File: config.mk
export PLATFORM = sky130hd
export DESIGN_NAME = wb_top
export DESIGN_NICKNAME = d
export VERILOG_FILES = /design/src/hdl/wb_bus_pkg.sv /design/src/hdl/wb_unit_pkg.sv /design/src/hdl/fpr_cdb_arbiter.sv /design/src/hdl/gpr_cdb_arbiter.sv /design/src/hdl/operand_bypass.sv /design/src/hdl/reservation_line.sv /design/src/hdl/wb_top.sv
export VERILOG_INCLUDE_DIRS = /design/src /design/src/hdl
export SDC_FILE = /design/constraint.sdc
export NUM_CORES = 1
export LEC_CHECK = 0
export ABC_AREA = 0
export BUFFER_PORTS_ARGS = -buffer_cell sky130_fd_sc_hd__clkbuf_2
export CORE_AREA = 8 8 390 392
export CTS_CLUSTER_SIZE = 10
export DETAILED_ROUTE_END_ITERATION = 8
export DIE_AREA = 0 0 398 400
export PLACE_DENSITY = 0.4
export SLEW_MARGIN = 20
export SYNTH_ARGS = -nofsm -noshare
export SYNTH_HDL_FRONTEND = slang
export SYNTH_SLANG_ARGS = --single-unit
export TNS_END_PERCENT = 30
File: constraint.sdc
create_clock -name clk -period 5.1 [get_ports clk]
set_input_delay 1.02 -clock clk [delete_from_list [all_inputs] [get_ports clk]]
set_output_delay 1.02 -clock clk [all_outputs]
set_load 0.02 [all_outputs]
File: src/hdl/wb_cfg.svh
`ifndef WB_CFG_SVH
`define WB_CFG_SVH

// rob tag and result word
`define WB_TAG_WIDTH 6
`define WB_WORD_WIDTH 32

// fixed latencies, accepting edge to bus
`define WB_LAT_FTOI 3
`define WB_LAT_FDIV 14
`define WB_LAT_FADD 6
`define WB_LAT_FMUL 4
`define WB_LAT_ITOF 3

// lw, add_sub, next_mov and fmov
`define WB_LAT_SHORT 1

// reservation line lengths
// each must cover the longest latency of its class
`define WB_GPR_DEPTH 3
`define WB_FPR_DEPTH 14

`endif

File: src/hdl/wb_bus_pkg.sv
`include "wb_cfg.svh"

package wb_bus_pkg;

	// reorder buffer entry number
	typedef logic [`WB_TAG_WIDTH-1:0] tag_t;

	typedef logic [`WB_WORD_WIDTH-1:0] word_t;

	// one bus beat
	// same shape for a reserved slot and for a read source
	typedef struct packed {
		logic  valid;
		tag_t  tag;
		word_t data;
	} cdb_t;

endpackage

File: src/hdl/wb_unit_pkg.sv
package wb_unit_pkg;

	// integer bus users, earlier wins at a shared stage
	typedef enum logic [2:0] {
		GPR_LW,
		GPR_ADD_SUB,
		GPR_NEXT_MOV,
		GPR_FTOI,
		GPR_IN
	} gpr_unit_e;

	// floating bus users, same ordering rule
	typedef enum logic [2:0] {
		FPR_FDIV,
		FPR_FADD,
		FPR_FMUL,
		FPR_ITOF,
		FPR_LW,
		FPR_FMOV,
		FPR_IN
	} fpr_unit_e;

	// result a unit wants scheduled
	typedef struct packed {
		logic              valid;
		wb_bus_pkg::tag_t  tag;
		wb_bus_pkg::word_t data;
	} wb_req_t;

	// indexed by the unit enums
	typedef wb_req_t [GPR_IN:0] gpr_req_vec_t;
	typedef logic [GPR_IN:0] gpr_ready_t;
	typedef wb_req_t [FPR_IN:0] fpr_req_vec_t;
	typedef logic [FPR_IN:0] fpr_ready_t;

	// bus slot for a request, valid only when granted
	function automatic wb_bus_pkg::cdb_t slot(wb_req_t r, logic grant);
		wb_bus_pkg::cdb_t s;
		s.valid = grant;
		s.tag   = r.tag;
		s.data  = r.data;
		return s;
	endfunction

endpackage

File: src/hdl/fpr_cdb_arbiter.sv
`include "wb_cfg.svh"

module fpr_cdb_arbiter (
	input  logic                      clk,
	input  logic                      reset,
	input  wb_unit_pkg::fpr_req_vec_t req,
	output wb_unit_pkg::fpr_ready_t   ready,
	output wb_bus_pkg::cdb_t          cdb
);

	wb_unit_pkg::fpr_ready_t valid;
	wb_unit_pkg::fpr_ready_t grant;

	wb_bus_pkg::cdb_t [`WB_FPR_DEPTH-1:0] insert;
	logic [`WB_FPR_DEPTH-1:0]             blocked;
	wb_bus_pkg::cdb_t                     head;

	always_comb begin
		for (int u = 0; u <= wb_unit_pkg::FPR_IN; u++) begin
			valid[u] = req[u].valid;
		end
	end

	//////////////////////////////////////////////////////////////////////
	// ready and grant
	//////////////////////////////////////////////////////////////////////

	// each long unit owns its own stage
	always_comb begin
		ready[wb_unit_pkg::FPR_FDIV] = !blocked[`WB_LAT_FDIV-1];
		ready[wb_unit_pkg::FPR_FADD] = !blocked[`WB_LAT_FADD-1];
		ready[wb_unit_pkg::FPR_FMUL] = !blocked[`WB_LAT_FMUL-1];
		ready[wb_unit_pkg::FPR_ITOF] = !blocked[`WB_LAT_ITOF-1];
		// lw and fmov share stage 0
		ready[wb_unit_pkg::FPR_LW]   = !blocked[`WB_LAT_SHORT-1];
		ready[wb_unit_pkg::FPR_FMOV] = !blocked[`WB_LAT_SHORT-1] &&
		                               !valid[wb_unit_pkg::FPR_LW];
		ready[wb_unit_pkg::FPR_IN]   = !head.valid;
	end

	assign grant = ready & valid;

	always_comb begin
		insert = '0;
		insert[`WB_LAT_FDIV-1] = wb_unit_pkg::slot(req[wb_unit_pkg::FPR_FDIV],
		                                           grant[wb_unit_pkg::FPR_FDIV]);
		insert[`WB_LAT_FADD-1] = wb_unit_pkg::slot(req[wb_unit_pkg::FPR_FADD],
		                                           grant[wb_unit_pkg::FPR_FADD]);
		insert[`WB_LAT_FMUL-1] = wb_unit_pkg::slot(req[wb_unit_pkg::FPR_FMUL],
		                                           grant[wb_unit_pkg::FPR_FMUL]);
		insert[`WB_LAT_ITOF-1] = wb_unit_pkg::slot(req[wb_unit_pkg::FPR_ITOF],
		                                           grant[wb_unit_pkg::FPR_ITOF]);
		if (grant[wb_unit_pkg::FPR_LW]) begin
			insert[`WB_LAT_SHORT-1] = wb_unit_pkg::slot(req[wb_unit_pkg::FPR_LW], 1'b1);
		end else if (grant[wb_unit_pkg::FPR_FMOV]) begin
			insert[`WB_LAT_SHORT-1] = wb_unit_pkg::slot(req[wb_unit_pkg::FPR_FMOV], 1'b1);
		end
	end

	reservation_line #(
		.DEPTH(`WB_FPR_DEPTH)
	) u_line (
		.clk,
		.reset,
		.insert,
		.blocked,
		.head
	);

	//////////////////////////////////////////////////////////////////////
	// bus
	//////////////////////////////////////////////////////////////////////

	// reserved slot first, in takes the gaps
	assign cdb = head.valid ? head : wb_unit_pkg::slot(req[wb_unit_pkg::FPR_IN],
	                                                   grant[wb_unit_pkg::FPR_IN]);

	a_in_needs_free_head : assert property (
		@(posedge clk) disable iff (reset)
		grant[wb_unit_pkg::FPR_IN] |-> !head.valid
	);

endmodule

File: src/hdl/gpr_cdb_arbiter.sv
`include "wb_cfg.svh"

module gpr_cdb_arbiter (
	input  logic                      clk,
	input  logic                      reset,
	input  wb_unit_pkg::gpr_req_vec_t req,
	output wb_unit_pkg::gpr_ready_t   ready,
	output wb_bus_pkg::cdb_t          cdb
);

	wb_unit_pkg::gpr_ready_t valid;
	wb_unit_pkg::gpr_ready_t grant;

	wb_bus_pkg::cdb_t [`WB_GPR_DEPTH-1:0] insert;
	logic [`WB_GPR_DEPTH-1:0]             blocked;
	wb_bus_pkg::cdb_t                     head;

	always_comb begin
		for (int u = 0; u <= wb_unit_pkg::GPR_IN; u++) begin
			valid[u] = req[u].valid;
		end
	end

	//////////////////////////////////////////////////////////////////////
	// ready and grant
	//////////////////////////////////////////////////////////////////////

	always_comb begin
		ready[wb_unit_pkg::GPR_LW]       = !blocked[`WB_LAT_SHORT-1];
		ready[wb_unit_pkg::GPR_ADD_SUB]  = !blocked[`WB_LAT_SHORT-1] &&
		                                   !valid[wb_unit_pkg::GPR_LW];
		ready[wb_unit_pkg::GPR_NEXT_MOV] = !blocked[`WB_LAT_SHORT-1] &&
		                                   !valid[wb_unit_pkg::GPR_LW] &&
		                                   !valid[wb_unit_pkg::GPR_ADD_SUB];
		// top stage, never blocked
		ready[wb_unit_pkg::GPR_FTOI]     = !blocked[`WB_LAT_FTOI-1];
		// zero latency, needs a free head
		ready[wb_unit_pkg::GPR_IN]       = !head.valid;
	end

	assign grant = ready & valid;

	// reserve the slot at latency minus one
	always_comb begin
		insert = '0;
		insert[`WB_LAT_FTOI-1] = wb_unit_pkg::slot(req[wb_unit_pkg::GPR_FTOI],
		                                           grant[wb_unit_pkg::GPR_FTOI]);
		if (grant[wb_unit_pkg::GPR_LW]) begin
			insert[`WB_LAT_SHORT-1] = wb_unit_pkg::slot(req[wb_unit_pkg::GPR_LW], 1'b1);
		end else if (grant[wb_unit_pkg::GPR_ADD_SUB]) begin
			insert[`WB_LAT_SHORT-1] = wb_unit_pkg::slot(req[wb_unit_pkg::GPR_ADD_SUB], 1'b1);
		end else if (grant[wb_unit_pkg::GPR_NEXT_MOV]) begin
			insert[`WB_LAT_SHORT-1] = wb_unit_pkg::slot(req[wb_unit_pkg::GPR_NEXT_MOV], 1'b1);
		end
	end

	reservation_line #(
		.DEPTH(`WB_GPR_DEPTH)
	) u_line (
		.clk,
		.reset,
		.insert,
		.blocked,
		.head
	);

	// in only fills an empty head
	assign cdb = head.valid ? head : wb_unit_pkg::slot(req[wb_unit_pkg::GPR_IN],
	                                                   grant[wb_unit_pkg::GPR_IN]);

	a_one_grant_stage0 : assert property (
		@(posedge clk) disable iff (reset)
		$onehot0({grant[wb_unit_pkg::GPR_LW], grant[wb_unit_pkg::GPR_ADD_SUB],
		          grant[wb_unit_pkg::GPR_NEXT_MOV]})
	);

	// ftoi result reaches the bus after its full latency
	a_ftoi_latency : assert property (
		@(posedge clk) disable iff (reset)
		grant[wb_unit_pkg::GPR_FTOI] |-> ##`WB_LAT_FTOI
		(cdb.valid && cdb.tag == $past(req[wb_unit_pkg::GPR_FTOI].tag, `WB_LAT_FTOI))
	);

endmodule

File: src/hdl/operand_bypass.sv
module operand_bypass (
	input  wb_bus_pkg::cdb_t arch,
	input  wb_bus_pkg::cdb_t rob,
	input  wb_bus_pkg::cdb_t cdb,
	output wb_bus_pkg::cdb_t operand
);

	logic cdb_hit;

	// result for the renamed source is on the bus right now
	assign cdb_hit = cdb.valid && cdb.tag == arch.tag;

	assign operand.valid = arch.valid || rob.valid || cdb_hit;
	// tag names the producer while the operand is pending
	assign operand.tag   = arch.tag;

	always_comb begin
		if (arch.valid) begin
			operand.data = arch.data;
		end else if (cdb_hit) begin
			operand.data = cdb.data;
		end else begin
			operand.data = rob.data;
		end
	end

endmodule

File: src/hdl/reservation_line.sv
module reservation_line #(
	parameter int DEPTH = 3
) (
	input  logic                         clk,
	input  logic                         reset,
	input  wb_bus_pkg::cdb_t [DEPTH-1:0] insert,
	output logic [DEPTH-1:0]             blocked,
	output wb_bus_pkg::cdb_t             head
);

	wb_bus_pkg::cdb_t [DEPTH-1:0] stage;
	wb_bus_pkg::cdb_t [DEPTH-1:0] stage_next;

	//////////////////////////////////////////////////////////////////////
	// shift toward stage 0
	//////////////////////////////////////////////////////////////////////

	// older entry from above wins over a new insert
	always_comb begin
		for (int k = 0; k < DEPTH - 1; k++) begin
			blocked[k] = stage[k+1].valid;
			if (stage[k+1].valid) begin
				stage_next[k] = stage[k+1];
			end else begin
				stage_next[k] = insert[k];
			end
		end
		// nothing shifts into the top
		blocked[DEPTH-1]    = 1'b0;
		stage_next[DEPTH-1] = insert[DEPTH-1];
	end

	always_ff @(posedge clk) begin
		for (int k = 0; k < DEPTH; k++) begin
			stage[k].tag  <= stage_next[k].tag;
			stage[k].data <= stage_next[k].data;
			if (reset) begin
				stage[k].valid <= 1'b0;
			end else begin
				stage[k].valid <= stage_next[k].valid;
			end
		end
	end

	assign head = stage[0];

	//////////////////////////////////////////////////////////////////////
	// checks
	//////////////////////////////////////////////////////////////////////

	// the arbiter's ready logic must keep inserts off occupied targets
	for (genvar k = 0; k < DEPTH; k++) begin : g_chk
		a_no_blocked_insert : assert property (
			@(posedge clk) disable iff (reset)
			!(insert[k].valid && blocked[k])
		);
	end

endmodule

File: src/hdl/wb_top.sv
module wb_top (
	input  logic                      clk,
	input  logic                      reset,

	input  wb_unit_pkg::gpr_req_vec_t gpr_req,
	output wb_unit_pkg::gpr_ready_t   gpr_ready,
	input  wb_unit_pkg::fpr_req_vec_t fpr_req,
	output wb_unit_pkg::fpr_ready_t   fpr_ready,

	output wb_bus_pkg::cdb_t          gpr_cdb,
	output wb_bus_pkg::cdb_t          fpr_cdb,

	input  wb_bus_pkg::cdb_t [1:0]    gpr_arch_read,
	input  wb_bus_pkg::cdb_t [1:0]    gpr_rob_read,
	input  wb_bus_pkg::cdb_t [1:0]    fpr_arch_read,
	input  wb_bus_pkg::cdb_t [1:0]    fpr_rob_read,

	output wb_bus_pkg::cdb_t [1:0]    gpr_operand,
	output wb_bus_pkg::cdb_t [1:0]    fpr_operand
);

	//////////////////////////////////////////////////////////////////////
	// write-back scheduling
	//////////////////////////////////////////////////////////////////////

	gpr_cdb_arbiter u_gpr_arb (
		.clk,
		.reset,
		.req   (gpr_req),
		.ready (gpr_ready),
		.cdb   (gpr_cdb)
	);

	fpr_cdb_arbiter u_fpr_arb (
		.clk,
		.reset,
		.req   (fpr_req),
		.ready (fpr_ready),
		.cdb   (fpr_cdb)
	);

	//////////////////////////////////////////////////////////////////////
	// operand read ports
	//////////////////////////////////////////////////////////////////////

	// two per class, each sees its own bus
	for (genvar i = 0; i < 2; i++) begin : g_gpr_read
		operand_bypass u_bypass (
			.arch    (gpr_arch_read[i]),
			.rob     (gpr_rob_read[i]),
			.cdb     (gpr_cdb),
			.operand (gpr_operand[i])
		);
	end

	for (genvar i = 0; i < 2; i++) begin : g_fpr_read
		operand_bypass u_bypass (
			.arch    (fpr_arch_read[i]),
			.rob     (fpr_rob_read[i]),
			.cdb     (fpr_cdb),
			.operand (fpr_operand[i])
		);
	end

endmodule

Word level (Yosys, flattened, before mapping). Cells that the tools add are included. Widths: inputs -> output; s select.

Register bits: 663. Bits of input ports: 782. Output and inout port bits: 246. Logic and storage cells: 112.

Eq/ne operators: 4. Mux-type cells: 30. Bitwise operators: 2. Reductions and logical operators: 25.

Operators by type and width (number): $mux 39 (22); $mux 32 (8); $eq 6x6->1 (4); $logic_not 1->1 (10); $logic_or 1x1->1 (8); $and 7x7->7 (1); $logic_and 1x1->1 (7); $and 5x5->5 (1).

Longest topological paths before layout. Gate-level depths: netlist of run 1.

Depth after elaboration: 9. Mapped depth: 8. Mapped depth without buffers: 5.

Hierarchy. Synthesis of run 1 repeated with hierarchy kept, for this count alone.

Cell total of the unflattened synthesis: 2022. Area, all modules: 28144.5 um^2.

Modules (own cells, without submodules): reservation_line (u_fpr_arb.u_line) (times used 1, cells an instance 1161, area an instance 17962.2 um^2, sequential area each 10930.5 um^2); operand_bypass (times used 4, cells an instance 90, area an instance 1044.8 um^2, sequential area each 0.0 um^2); reservation_line (u_gpr_arb.u_line) (times used 1, cells an instance 247, area an instance 3686.0 um^2, sequential area each 2342.2 um^2); gpr_cdb_arbiter (times used 1, cells an instance 146, area an instance 1328.8 um^2, sequential area each 0.0 um^2); fpr_cdb_arbiter (times used 1, cells an instance 108, area an instance 988.4 um^2, sequential area each 0.0 um^2).

Least setup slack after synthesis of run 1. OpenSTA, ideal clock, no wires.

Path type: input-to-output. From: in gpr_req[193] (netlist bit). To: out gpr_operand[39] (netlist bit). Arrival time: 3.005 ns. Data required time: 4.080 ns. Path slack: 1.075 ns. Stages on the path: 5. Path buffers: 0. Cell sequence: mux2_4 -> xor2_1 -> or3_4 -> or2_4 -> o311ai_0.

RTL lines: start, declared (line wb_top.sv:5) `input wb_unit_pkg::gpr_req_vec_t gpr_req,`; end, declared (line wb_top.sv:18) `output wb_bus_pkg::cdb_t [1:0] gpr_operand,`.

==> impl_metrics.json, run 1 <==
{
  "status": "finished clean",
  "cp_max_fo": 18,
  "initial_utilization_pct": 16.6,
  "arrival_ps": 3940,
  "ioPinCount": 1028,
  "grt_pass1_vias": 21000,
  "vias": 21200,
  "p_per_area_nw_per_um2": 374,
  "routabilityCongestion": 0.945,
  "worst_pin_slew_ps": 1370,
  "place_ws_ps": 613,
  "grt_usage_pct": 16.9,
  "htree_levels": 3,
  "grtUsageMet2_pct": 26.5,
  "root_buffer": "clkbuf_16",
  "detail-route-antenna-nets": 0,
  "cts_buffers": 83,
  "yosysUniqueCellTypes": 35,
  "die_w_microns": 398,
  "ctsLongestPathBuffers": 3,
  "yosysWarnings": 0,
  "period_share_pct": 97.3,
  "drc": 0,
  "wl_mm": 141,
  "antenna_found_initial": 57,
  "use_met1_pct": 23.4,
  "rr_worst_depth": 2,
  "period_minus_slack_ps": 4960,
  "netlist.area_leader.share_pct": 54.5,
  "top_usage_layer": "met2",
  "crit_required_ps": 4080,
  "clock_skew_ps": 35.1,
  "synth_largest_area_cell": "dfxtp_1",
  "reg2reg_to": "u_fpr_arb.u_line.head[19]",
  "tns_ps": 0,
  "die_area_sq_um": 159000,
  "fin_nets": 4217,
  "io_buffers": 1001,
  "path_clk_slew_ps": 70,
  "clk_latency_ps": 660,
  "r2r_setup_slack_ps": 3180,
  "drt_iter0_markers": 1139,
  "ys_ff_latch": 663,
  "gr-usage-met3_pct": 4.35,
  "grt_max_degree": 63,
  "ys_seq_area_share_pct": 54.5,
  "synth_area_sq_um": 24400,
  "min_delay_path_depth": 1,
  "dpl.hpwl_mm": 118,
  "postCtsSetupBuffers": 0,
  "worstSetupPathType": "reg2out",
  "slew_headroom_pct": 8.74,
  "synth_area_leaders": "dfxtp_1 55%, and2_1 9.8%, mux2_2 5.3%, o21ai_0 4.2%, nand2_1 3.8%",
  "rsz0062_at_grt": "no",
  "clkSinkCount": 663,
  "wl_per_cell_microns": 26.2,
  "core_sq_um": 146000,
  "hold_viol_final": 0,
  "crit_start": "u_fpr_arb.u_line.head[38]",
  "grt_overflow_total": 0,
  "die_y_microns": 400,
  "netlist_instances": 2505,
  "p_leak_nw": 15.1,
  "layout_commonest_cell": "clkbuf_2",
  "area_delta_synth_final_pct": 38.8,
  "fmax_mhz": 202,
  "worst_slack_ps": 140,
  "r2r_start": "u_fpr_arb.u_line.blocked[0]",
  "end_kind": "primary output",
  "postCtsHoldBufs": 0,
  "rows": 141,
  "hold_path.class": "reg2reg",
  "synth.avg_cell_area_sq_um": 9.72,
  "drv_slew": 0,
  "endpoint": "fpr_operand[0]",
  "start_kind": "flop",
  "cts_resized": 0,
  "drive_gt1_share_pct": 37.6,
  "setup_violations": 0,
  "drv_cap": 0,
  "first_pass_iters": 5,
  "tritoncts": "yes",
  "ir_drop_uv": 291,
  "grt_pass1_wl_mm": 186,
  "mostFrequentLayoutCells": "998 x clkbuf_2, 651 x dfxtp_1, 380 x and2_1",
  "viasPerCell": 3.92
}
## cells in the mapped netlist
| library cell | instances |
|---|---|
| nand3_1 | 6 |
| or3_4 | 1 |
| buf_1 | 17 |
| mux2i_2 | 2 |
| nor2b_1 | 143 |
| conb_1 | 1 |
| buf_4 | 26 |
| a22o_1 | 3 |
| o211ai_1 | 2 |
| mux2i_4 | 1 |
| nand2_1 | 246 |
| mux2_4 | 1 |
| o221ai_1 | 1 |
| or2_4 | 2 |
| nor3_1 | 2 |
| a2111o_1 | 1 |
| buf_6 | 7 |
| o311ai_0 | 56 |
| clkbuf_1 | 158 |
| mux2_2 | 115 |
| xor2_1 | 14 |
| buf_2 | 3 |
| dfxtp_1 | 663 |
| o311ai_1 | 72 |
| and2_1 | 380 |
| inv_1 | 84 |
| xnor2_1 | 12 |
| mux2i_1 | 71 |
| or2_1 | 2 |
| nor2_1 | 89 |
| or2_2 | 2 |
| clkbuf_2 | 2 |
| a21oi_1 | 77 |
| a22oi_1 | 39 |
| o21ai_0 | 204 |
## per-layer routing
metal / vias to the layer above / share of wire (%)
met5: - / 0.11
met4: 26 / 1.8
met3: 166 / 7.0
met2: 714 / 45
met1: 10100 / 47
li1: 10100 / -
## flip-flops by register name, indices dropped and copies added, names as in the netlist
signal                    count
u_gpr_arb.u_line.stage       76
u_fpr_arb.u_line.head        39
u_gpr_arb.u_line.head        39
u_fpr_arb.u_line.blocked     13
u_fpr_arb.u_line.stage      494
u_gpr_arb.u_line.blocked      2
## through the flow
stage / power, W / util [%] / instances / instance area (sq um) / hold slack [ps]
after floorplan: 0.00638 / - / 2506 / 24400 / 401
after global placement: 0.00737 / 21.4 / 5280 / 31300 / 409
after detailed placement: 0.00737 / 21.4 / 5280 / 31300 / 411
after CTS: 0.0129 / 23.1 / 5394 / 33800 / 377
after global routing: 0.0133 / 23.1 / 5401 / 33800 / 395
final: 0.0127 / 23.1 / 5409 / 33800 / 402
## worst min-delay path by stage
stage,from,to,slack (ps)
after floorplan,u_fpr_arb.u_line.stage[74],u_fpr_arb.u_line.head[35],400
after global placement,u_fpr_arb.u_line.stage[504],u_fpr_arb.u_line.stage[465],410
after detailed placement,u_fpr_arb.u_line.stage[465],u_fpr_arb.u_line.stage[426],410
after CTS,gpr_req[148],u_gpr_arb.u_line.stage[109],380
after global routing,fpr_req[17],u_fpr_arb.u_line.stage[524],390
final,u_fpr_arb.u_line.stage[115],u_fpr_arb.u_line.stage[76],400
## logic make-up after synthesis
kind of cell	share of synthesized area (%)
simple gates	19.0
other cells	0.0154
xor+xnor	0.935
buf+inv	5.22
compound gates	11.8
flops	54.5
mux	8.50
## power by group
part           leakage, nW  total [W]  switching [W]  internal (W)
Sequential            5.47    0.00554       0.000135       0.00540
Combinational         8.42    0.00171        0.00109      0.000623
Clock                 1.18    0.00541        0.00229       0.00312
Total                 15.1     0.0127        0.00351       0.00914
## critical path: stages, from the launching register on
cell      delay (ps)
dfxtp_2          760
mux2i_1          460
xor2_1           260
nand3_1          150
or2_1            560
o311ai_0         770
clkbuf_2         300
## final cells by class
cell class | count | area (sq um)
diodes | 15 | 37.5
clock buffers | 94 | 2160
clock inverters | 20 | 303
fillers | 16300 | 112000
inverters | 84 | 315
multi-input cells | 1546 | 9810
flip-flops and latches | 663 | 13300
well taps | 1930 | 2410
repair buffers | 1057 | 5470
Power figures use the tool's default switching activity.
==> run 2: changes to the inputs <==
CORE_AREA = 8 8 392 394   (was 8 8 390 392)
DIE_AREA = 0 0 400 402   (was 0 0 398 400)
REMOVE_ABC_BUFFERS = 1   (was not set)
==> run 2 against run 1 <==
Against the previous run:
- global-route usage shrank 2.0 points
- critical path depth grew 1
- hold slack gained 2.3 ps
- sequential cell count is the same
- combinational power shrank 2%
- utilization shrank 0.13 points
- final cell count is essentially flat
- sequential share of layout area is essentially flat
- power shrank 0.17%
==> impl_metrics.json, run 2 (synthesis gave the netlist of run 1 again) <==
{
  "end_kind": "primary output",
  "arrival_ps": 3920,
  "grt_max_degree": 87,
  "routabilityCongestion": 0.916,
  "crit_chain": "mux2i_1 -> xor2_1 -> nand3_1 -> or2_1 -> o311ai_0 -> buf_4 -> clkbuf_2",
  "r2r_setup_slack_ps": 3330,
  "grt_pass1_wl_mm": 171,
  "drv_slew": 0,
  "drive_gt1_share_pct": 37.4,
  "tritoncts": "yes",
  "power_w": 0.0126,
  "htree_levels": 3,
  "holdCritStartpoint": "u_gpr_arb.u_line.stage[63]",
  "root_buffer": "clkbuf_16",
  "endpoint": "fpr_operand[42]",
  "mostFrequentLayoutCells": "996 x clkbuf_2, 651 x dfxtp_1, 380 x and2_1",
  "die_w_microns": 400,
  "detail-route-antenna-nets": 0,
  "dpl.hpwl_mm": 103,
  "hold_path.class": "reg2reg",
  "clk_latency_ps": 680,
  "cp_max_fo": 10,
  "critPathBufInv": 2,
  "p_leak_nw": 15.1,
  "rows": 141,
  "core_sq_um": 147000,
  "grt_pass1_vias": 21600,
  "drv_cap": 0,
  "rr_worst_depth": 2,
  "area_delta_synth_final_pct": 38.9,
  "cts_resized": 0,
  "top_regs": "u_fpr_arb.u_line.stage: 494 flops, u_gpr_arb.u_line.stage: 76 flops",
  "start_kind": "flop",
  "antenna_found_initial": 46,
  "hold_viol_final": 0,
  "reg2reg_to": "u_gpr_arb.u_line.head[9]",
  "largest_reg_flops": 494,
  "postCtsSetupBuffers": 0,
  "crit_required_ps": 4080,
  "io_buffers": 1001,
  "first_pass_iters": 5,
  "layout_commonest_cell": "clkbuf_2",
  "period_share_pct": 96.8,
  "cp_top_family": "compound AO/OA/AOI/OAI gates",
  "ir_drop_uv": 203,
  "worstSetupPathDepth": 7,
  "path_clk_slew_ps": 60,
  "worst_pin_slew_ps": 1010,
  "period_minus_slack_ps": 4940,
  "die_area_sq_um": 161000,
  "clock_skew_ps": 45.1,
  "crit_start": "u_fpr_arb.u_line.head[38]",
  "die_y_microns": 402,
  "clkSinkCount": 663,
  "ioPinCount": 1028,
  "setup_violations": 0,
  "viasPerCell": 3.89,
  "vias": 21000,
  "postCtsHoldBufs": 0,
  "slew_headroom_pct": 31.7,
  "largest_register": "u_fpr_arb.u_line.stage",
  "fin_area_sq_um": 33800,
  "grt_usage_pct": 15.0,
  "initial_utilization_pct": 16.6,
  "fin_nets": 4214,
  "fillers": 16400,
  "p_per_area_nw_per_um2": 374,
  "cts_buffers": 82,
  "cp_slowest_stage_delay_ps": 940,
  "grt_overflow_total": 0,
  "rsz0062_at_grt": "no",
  "ctsLongestPathBuffers": 3,
  "wl_mm": 127,
  "drt_iter0_markers": 1396,
  "r2r_start": "u_gpr_arb.u_line.blocked[0]",
  "status": "finished clean",
  "fmax_mhz": 203,
  "multi_input_area_sq_um": 9810,
  "drc": 0,
  "dpl_cell_area_sq_um": 31300,
  "wl_per_cell_microns": 23.4,
  "seq_area_sq_um": 13300,
  "worstSetupPathType": "reg2out",
  "cpMaxStageDelayCell": "o311ai_0"
}
[run 2: changes by cell type in the layout (fill, tap and decap cells not counted), moves of 2 or more]
| cell | change |
|---|---|
| clkbuf_2 | -2 |
| inv_16 | +3 |
| clkinv_8 | -2 |
| clkbuf_8 | +3 |
| clkinv_2 | +2 |
| buf_4 | -3 |
| buf_2 | +2 |
| clkbuf_1 | +5 |
| clkinv_4 | -4 |
[run 2: tightest hold or removal path: stages, from the launching register on]
cell and delay, ps:
dfxtp_1 310, nand2_1 50, o21ai_0 50
[run 2: layout make-up]
class	count	share of cell area [%]
Clock inverter	17	0.855
Antenna cell	14	0.104
Multi-Input combinational cell	1546	29.0
Timing Repair Buffer	1055	16.2
Clock buffer	101	6.48
Tap cell	1930	7.14
Sequential cell	663	39.3
Inverter	84	0.932
[run 2: how the worst min path moves through the flow]
stage,to,depth (start not counted),slack [ps]
floorplan,u_fpr_arb.u_line.head[35],2,400
global placement,u_fpr_arb.u_line.stage[387],1,410
detailed placement,u_fpr_arb.u_line.stage[387],1,410
CTS,u_gpr_arb.u_line.stage[98],1,330
global route,u_gpr_arb.u_line.stage[98],1,350
finish,u_gpr_arb.u_line.head[24],2,400
[run 2: power breakdown]
part | total, W | switching [W] | internal (W)
logic | 0.00167 | 0.00105 | 0.000623
clock network | 0.00545 | 0.00226 | 0.00319
registers | 0.00551 | 0.000112 | 0.00540
total | 0.0126 | 0.00342 | 0.00922
[run 2: per-stage QoR]
stage | utilization (%) | TNS, ps | setup slack [ps] | cells | hold WS, ps
detailed placement | 21.3 | 0 | 247 | 5278 | 411
global route | 23.0 | 0 | 5.40 | 5403 | 346
floorplan | - | -1170 | -51.9 | 2293 | 401
global placement | 21.3 | 0 | 232 | 5278 | 411
finish | 23.0 | 0 | 162 | 5410 | 404
CTS | 23.0 | 0 | 54.1 | 5396 | 331
[run 2: routing by layer]
metal | GRT usage (%) | up-vias | wire length (microns) | part of all wire, %
li1 | - | 10100 | - | -
met1 | 20.3 | 9932 | 57800 | 46
met2 | 23.8 | 791 | 57200 | 45
met3 | 3.57 | 150 | 9220 | 7.3
met4 | 3.74 | 20 | 2490 | 2.0
met5 | 0 | - | 103 | 0.081
==> run 3: changes to the inputs <==
CORE_AREA = 8 8 389 391   (was 8 8 392 394)
DIE_AREA = 0 0 397 399   (was 0 0 400 402)
PLACE_DENSITY = 0.41   (was 0.4)
clock period = 6.15 ns   (was 5.1 ns; I/O delays follow)
==> run 3 against run 2 <==
Against the previous run:
- final cell count fell by 0.30%
- clock power fell by 14%
- clock skew rose by 22 ps
- global-route usage rose by 0.42 points
- power fell by 16%
- utilization rose by 0.39 points
- cell area rose by 0.15%
- hold slack got worse by 33 ps
- sequential share of layout area fell by 0.054 points
- critical path type is now in2out
- sequential cell count did not move
==> impl_metrics.json, run 3 (synthesis gave the netlist of run 1 again) <==
{
  "clk_latency_ps": 700,
  "p_clk_share_pct": 44.2,
  "ctsLongestPathBuffers": 3,
  "wl_mm": 129,
  "die_w_microns": 397,
  "grt_max_degree": 98,
  "dpl.hpwl_mm": 104,
  "setup_violations": 0,
  "hold_path.class": "reg2reg",
  "p_per_area_nw_per_um2": 315,
  "mostFrequentLayoutCells": "996 x clkbuf_2, 652 x dfxtp_1, 380 x and2_1",
  "period_minus_slack_ps": 5250,
  "die_y_microns": 399,
  "cts_buffers": 84,
  "place_inst": 5252,
  "first_pass_iters": 5,
  "initial_utilization_pct": 16.8,
  "fmax_mhz": 191,
  "root_buffer": "clkbuf_16",
  "p_sw_share_pct": 27.2,
  "postCtsHoldBufs": 0,
  "clkSinkCount": 663,
  "routabilityCongestion": 0.867,
  "layout_commonest_cell": "clkbuf_2",
  "multi_input_area_sq_um": 9820,
  "p_int_w": 0.00777,
  "wl_per_cell_microns": 23.9,
  "status": "finished clean",
  "seq_area_sq_um": 13300,
  "cp_max_fo": 33,
  "largest_reg_flops": 494,
  "period_share_pct": 85.3,
  "detail-route-antenna-nets": 0,
  "drc": 0,
  "p_switching_w": 0.00289,
  "io_buffers": 1001,
  "worst_pin_slew_ps": 1090,
  "drt_iter0_markers": 1278,
  "path_clk_slew_ps": 50,
  "rows": 140,
  "crit_required_ps": 4920,
  "fin_nets": 4203,
  "combPwrFrac_pct": 12.9,
  "cts_resized": 0,
  "grt_pass1_vias": 21600,
  "core_sq_um": 145000,
  "fillers": 16000,
  "tns_ps": 0,
  "htree_levels": 3,
  "area_delta_synth_final_pct": 39.1,
  "rsz0062_at_grt": "no",
  "drv_cap": 0,
  "postCtsSetupBuffers": 0,
  "worstSetupPathType": "in2out",
  "grt_pass1_wl_mm": 174,
  "vias": 21100,
  "grt_usage_pct": 15.4,
  "drv_slew": 0,
  "viasPerCell": 3.90,
  "largest_register": "u_fpr_arb.u_line.stage",
  "grt_overflow_total": 0,
  "arrival_ps": 4020,
  "clock_skew_ps": 67.0,
  "power_frac_seq_pct": 42.9,
  "antenna_found_initial": 44,
  "tritoncts": "yes",
  "ir_drop_uv": 197,
  "top_regs": "u_fpr_arb.u_line.stage: 494 flops, u_gpr_arb.u_line.stage: 76 flops",
  "p_leak_nw": 15.1,
  "ioPinCount": 1028,
  "final_core_util_pct": 23.4,
  "start_kind": "primary input",
  "hold_viol_final": 0,
  "power_w": 0.0107,
  "die_area_sq_um": 158000,
  "slew_headroom_pct": 27.4,
  "final_cells": 5394,
  "drive_gt1_share_pct": 37.4,
  "end_kind": "primary output"
}
-- run 3: worst paths after layout --
path,from,endpoint,slack (ps),cells past startpoint
setup / recovery,fpr_req[270],fpr_operand[55],900,9
hold reg to reg,u_fpr_arb.u_line.stage[457],u_fpr_arb.u_line.stage[418],370,1
setup reg to reg,u_gpr_arb.u_line.blocked[0],u_gpr_arb.u_line.head[38],4470,3
hold / removal,u_fpr_arb.u_line.stage[457],u_fpr_arb.u_line.stage[418],370,1
-- run 3: final cells by class --
type                       instances  share of cell area (%)
multi-input combinational       1546                    29.0
clock buffer                     100                    6.53
timing repair buffer            1042                    15.8
tap                             1917                    7.08
antenna                           18                   0.133
sequential                       663                    39.2
clock inverter                    24                    1.29
inverter                          84                   0.931
-- run 3: layer usage --
metal  share of wire, %  vias up  routed length (microns)  GRT usage [%]
li1                   -    10100                        -              -
met1                 47    10100                    60200           21.1
met2                 46      758                    58700           24.7
met3                6.0      125                     7690           3.21
met4                1.7       10                     2210           3.52
met5              0.047        -                       60              0
-- run 3: critical path: stages --
cell	delay, ps
clkbuf_2	90
mux2i_1	310
xor2_1	220
nand3_2	140
buf_4	290
or2_1	510
buf_4	340
o311ai_0	560
clkbuf_2	300
-- run 3: per-stage QoR --
step / worst slack [ps] / instance area, sq um / hold slack [ps]
after floorplan: 788 / 23400 / 401
after global placement: 941 / 31200 / 413
after detailed placement: 958 / 31200 / 411
after CTS: 938 / 33800 / 367
after global routing: 766 / 33800 / 402
final: 904 / 33900 / 371
-- run 3: power by group through the flow --
stage / clock [W] / sequential (W) / combinational (W)
2_1_floorplan: 0 / 0.00463 / 0.000563
3_3_place_gp: 0 / 0.00467 / 0.00138
3_5_place_dp: 0 / 0.00467 / 0.00137
4_1_cts: 0.00493 / 0.00458 / 0.00138
5_1_grt: 0.00510 / 0.00459 / 0.00146
6_report: 0.00471 / 0.00458 / 0.00137
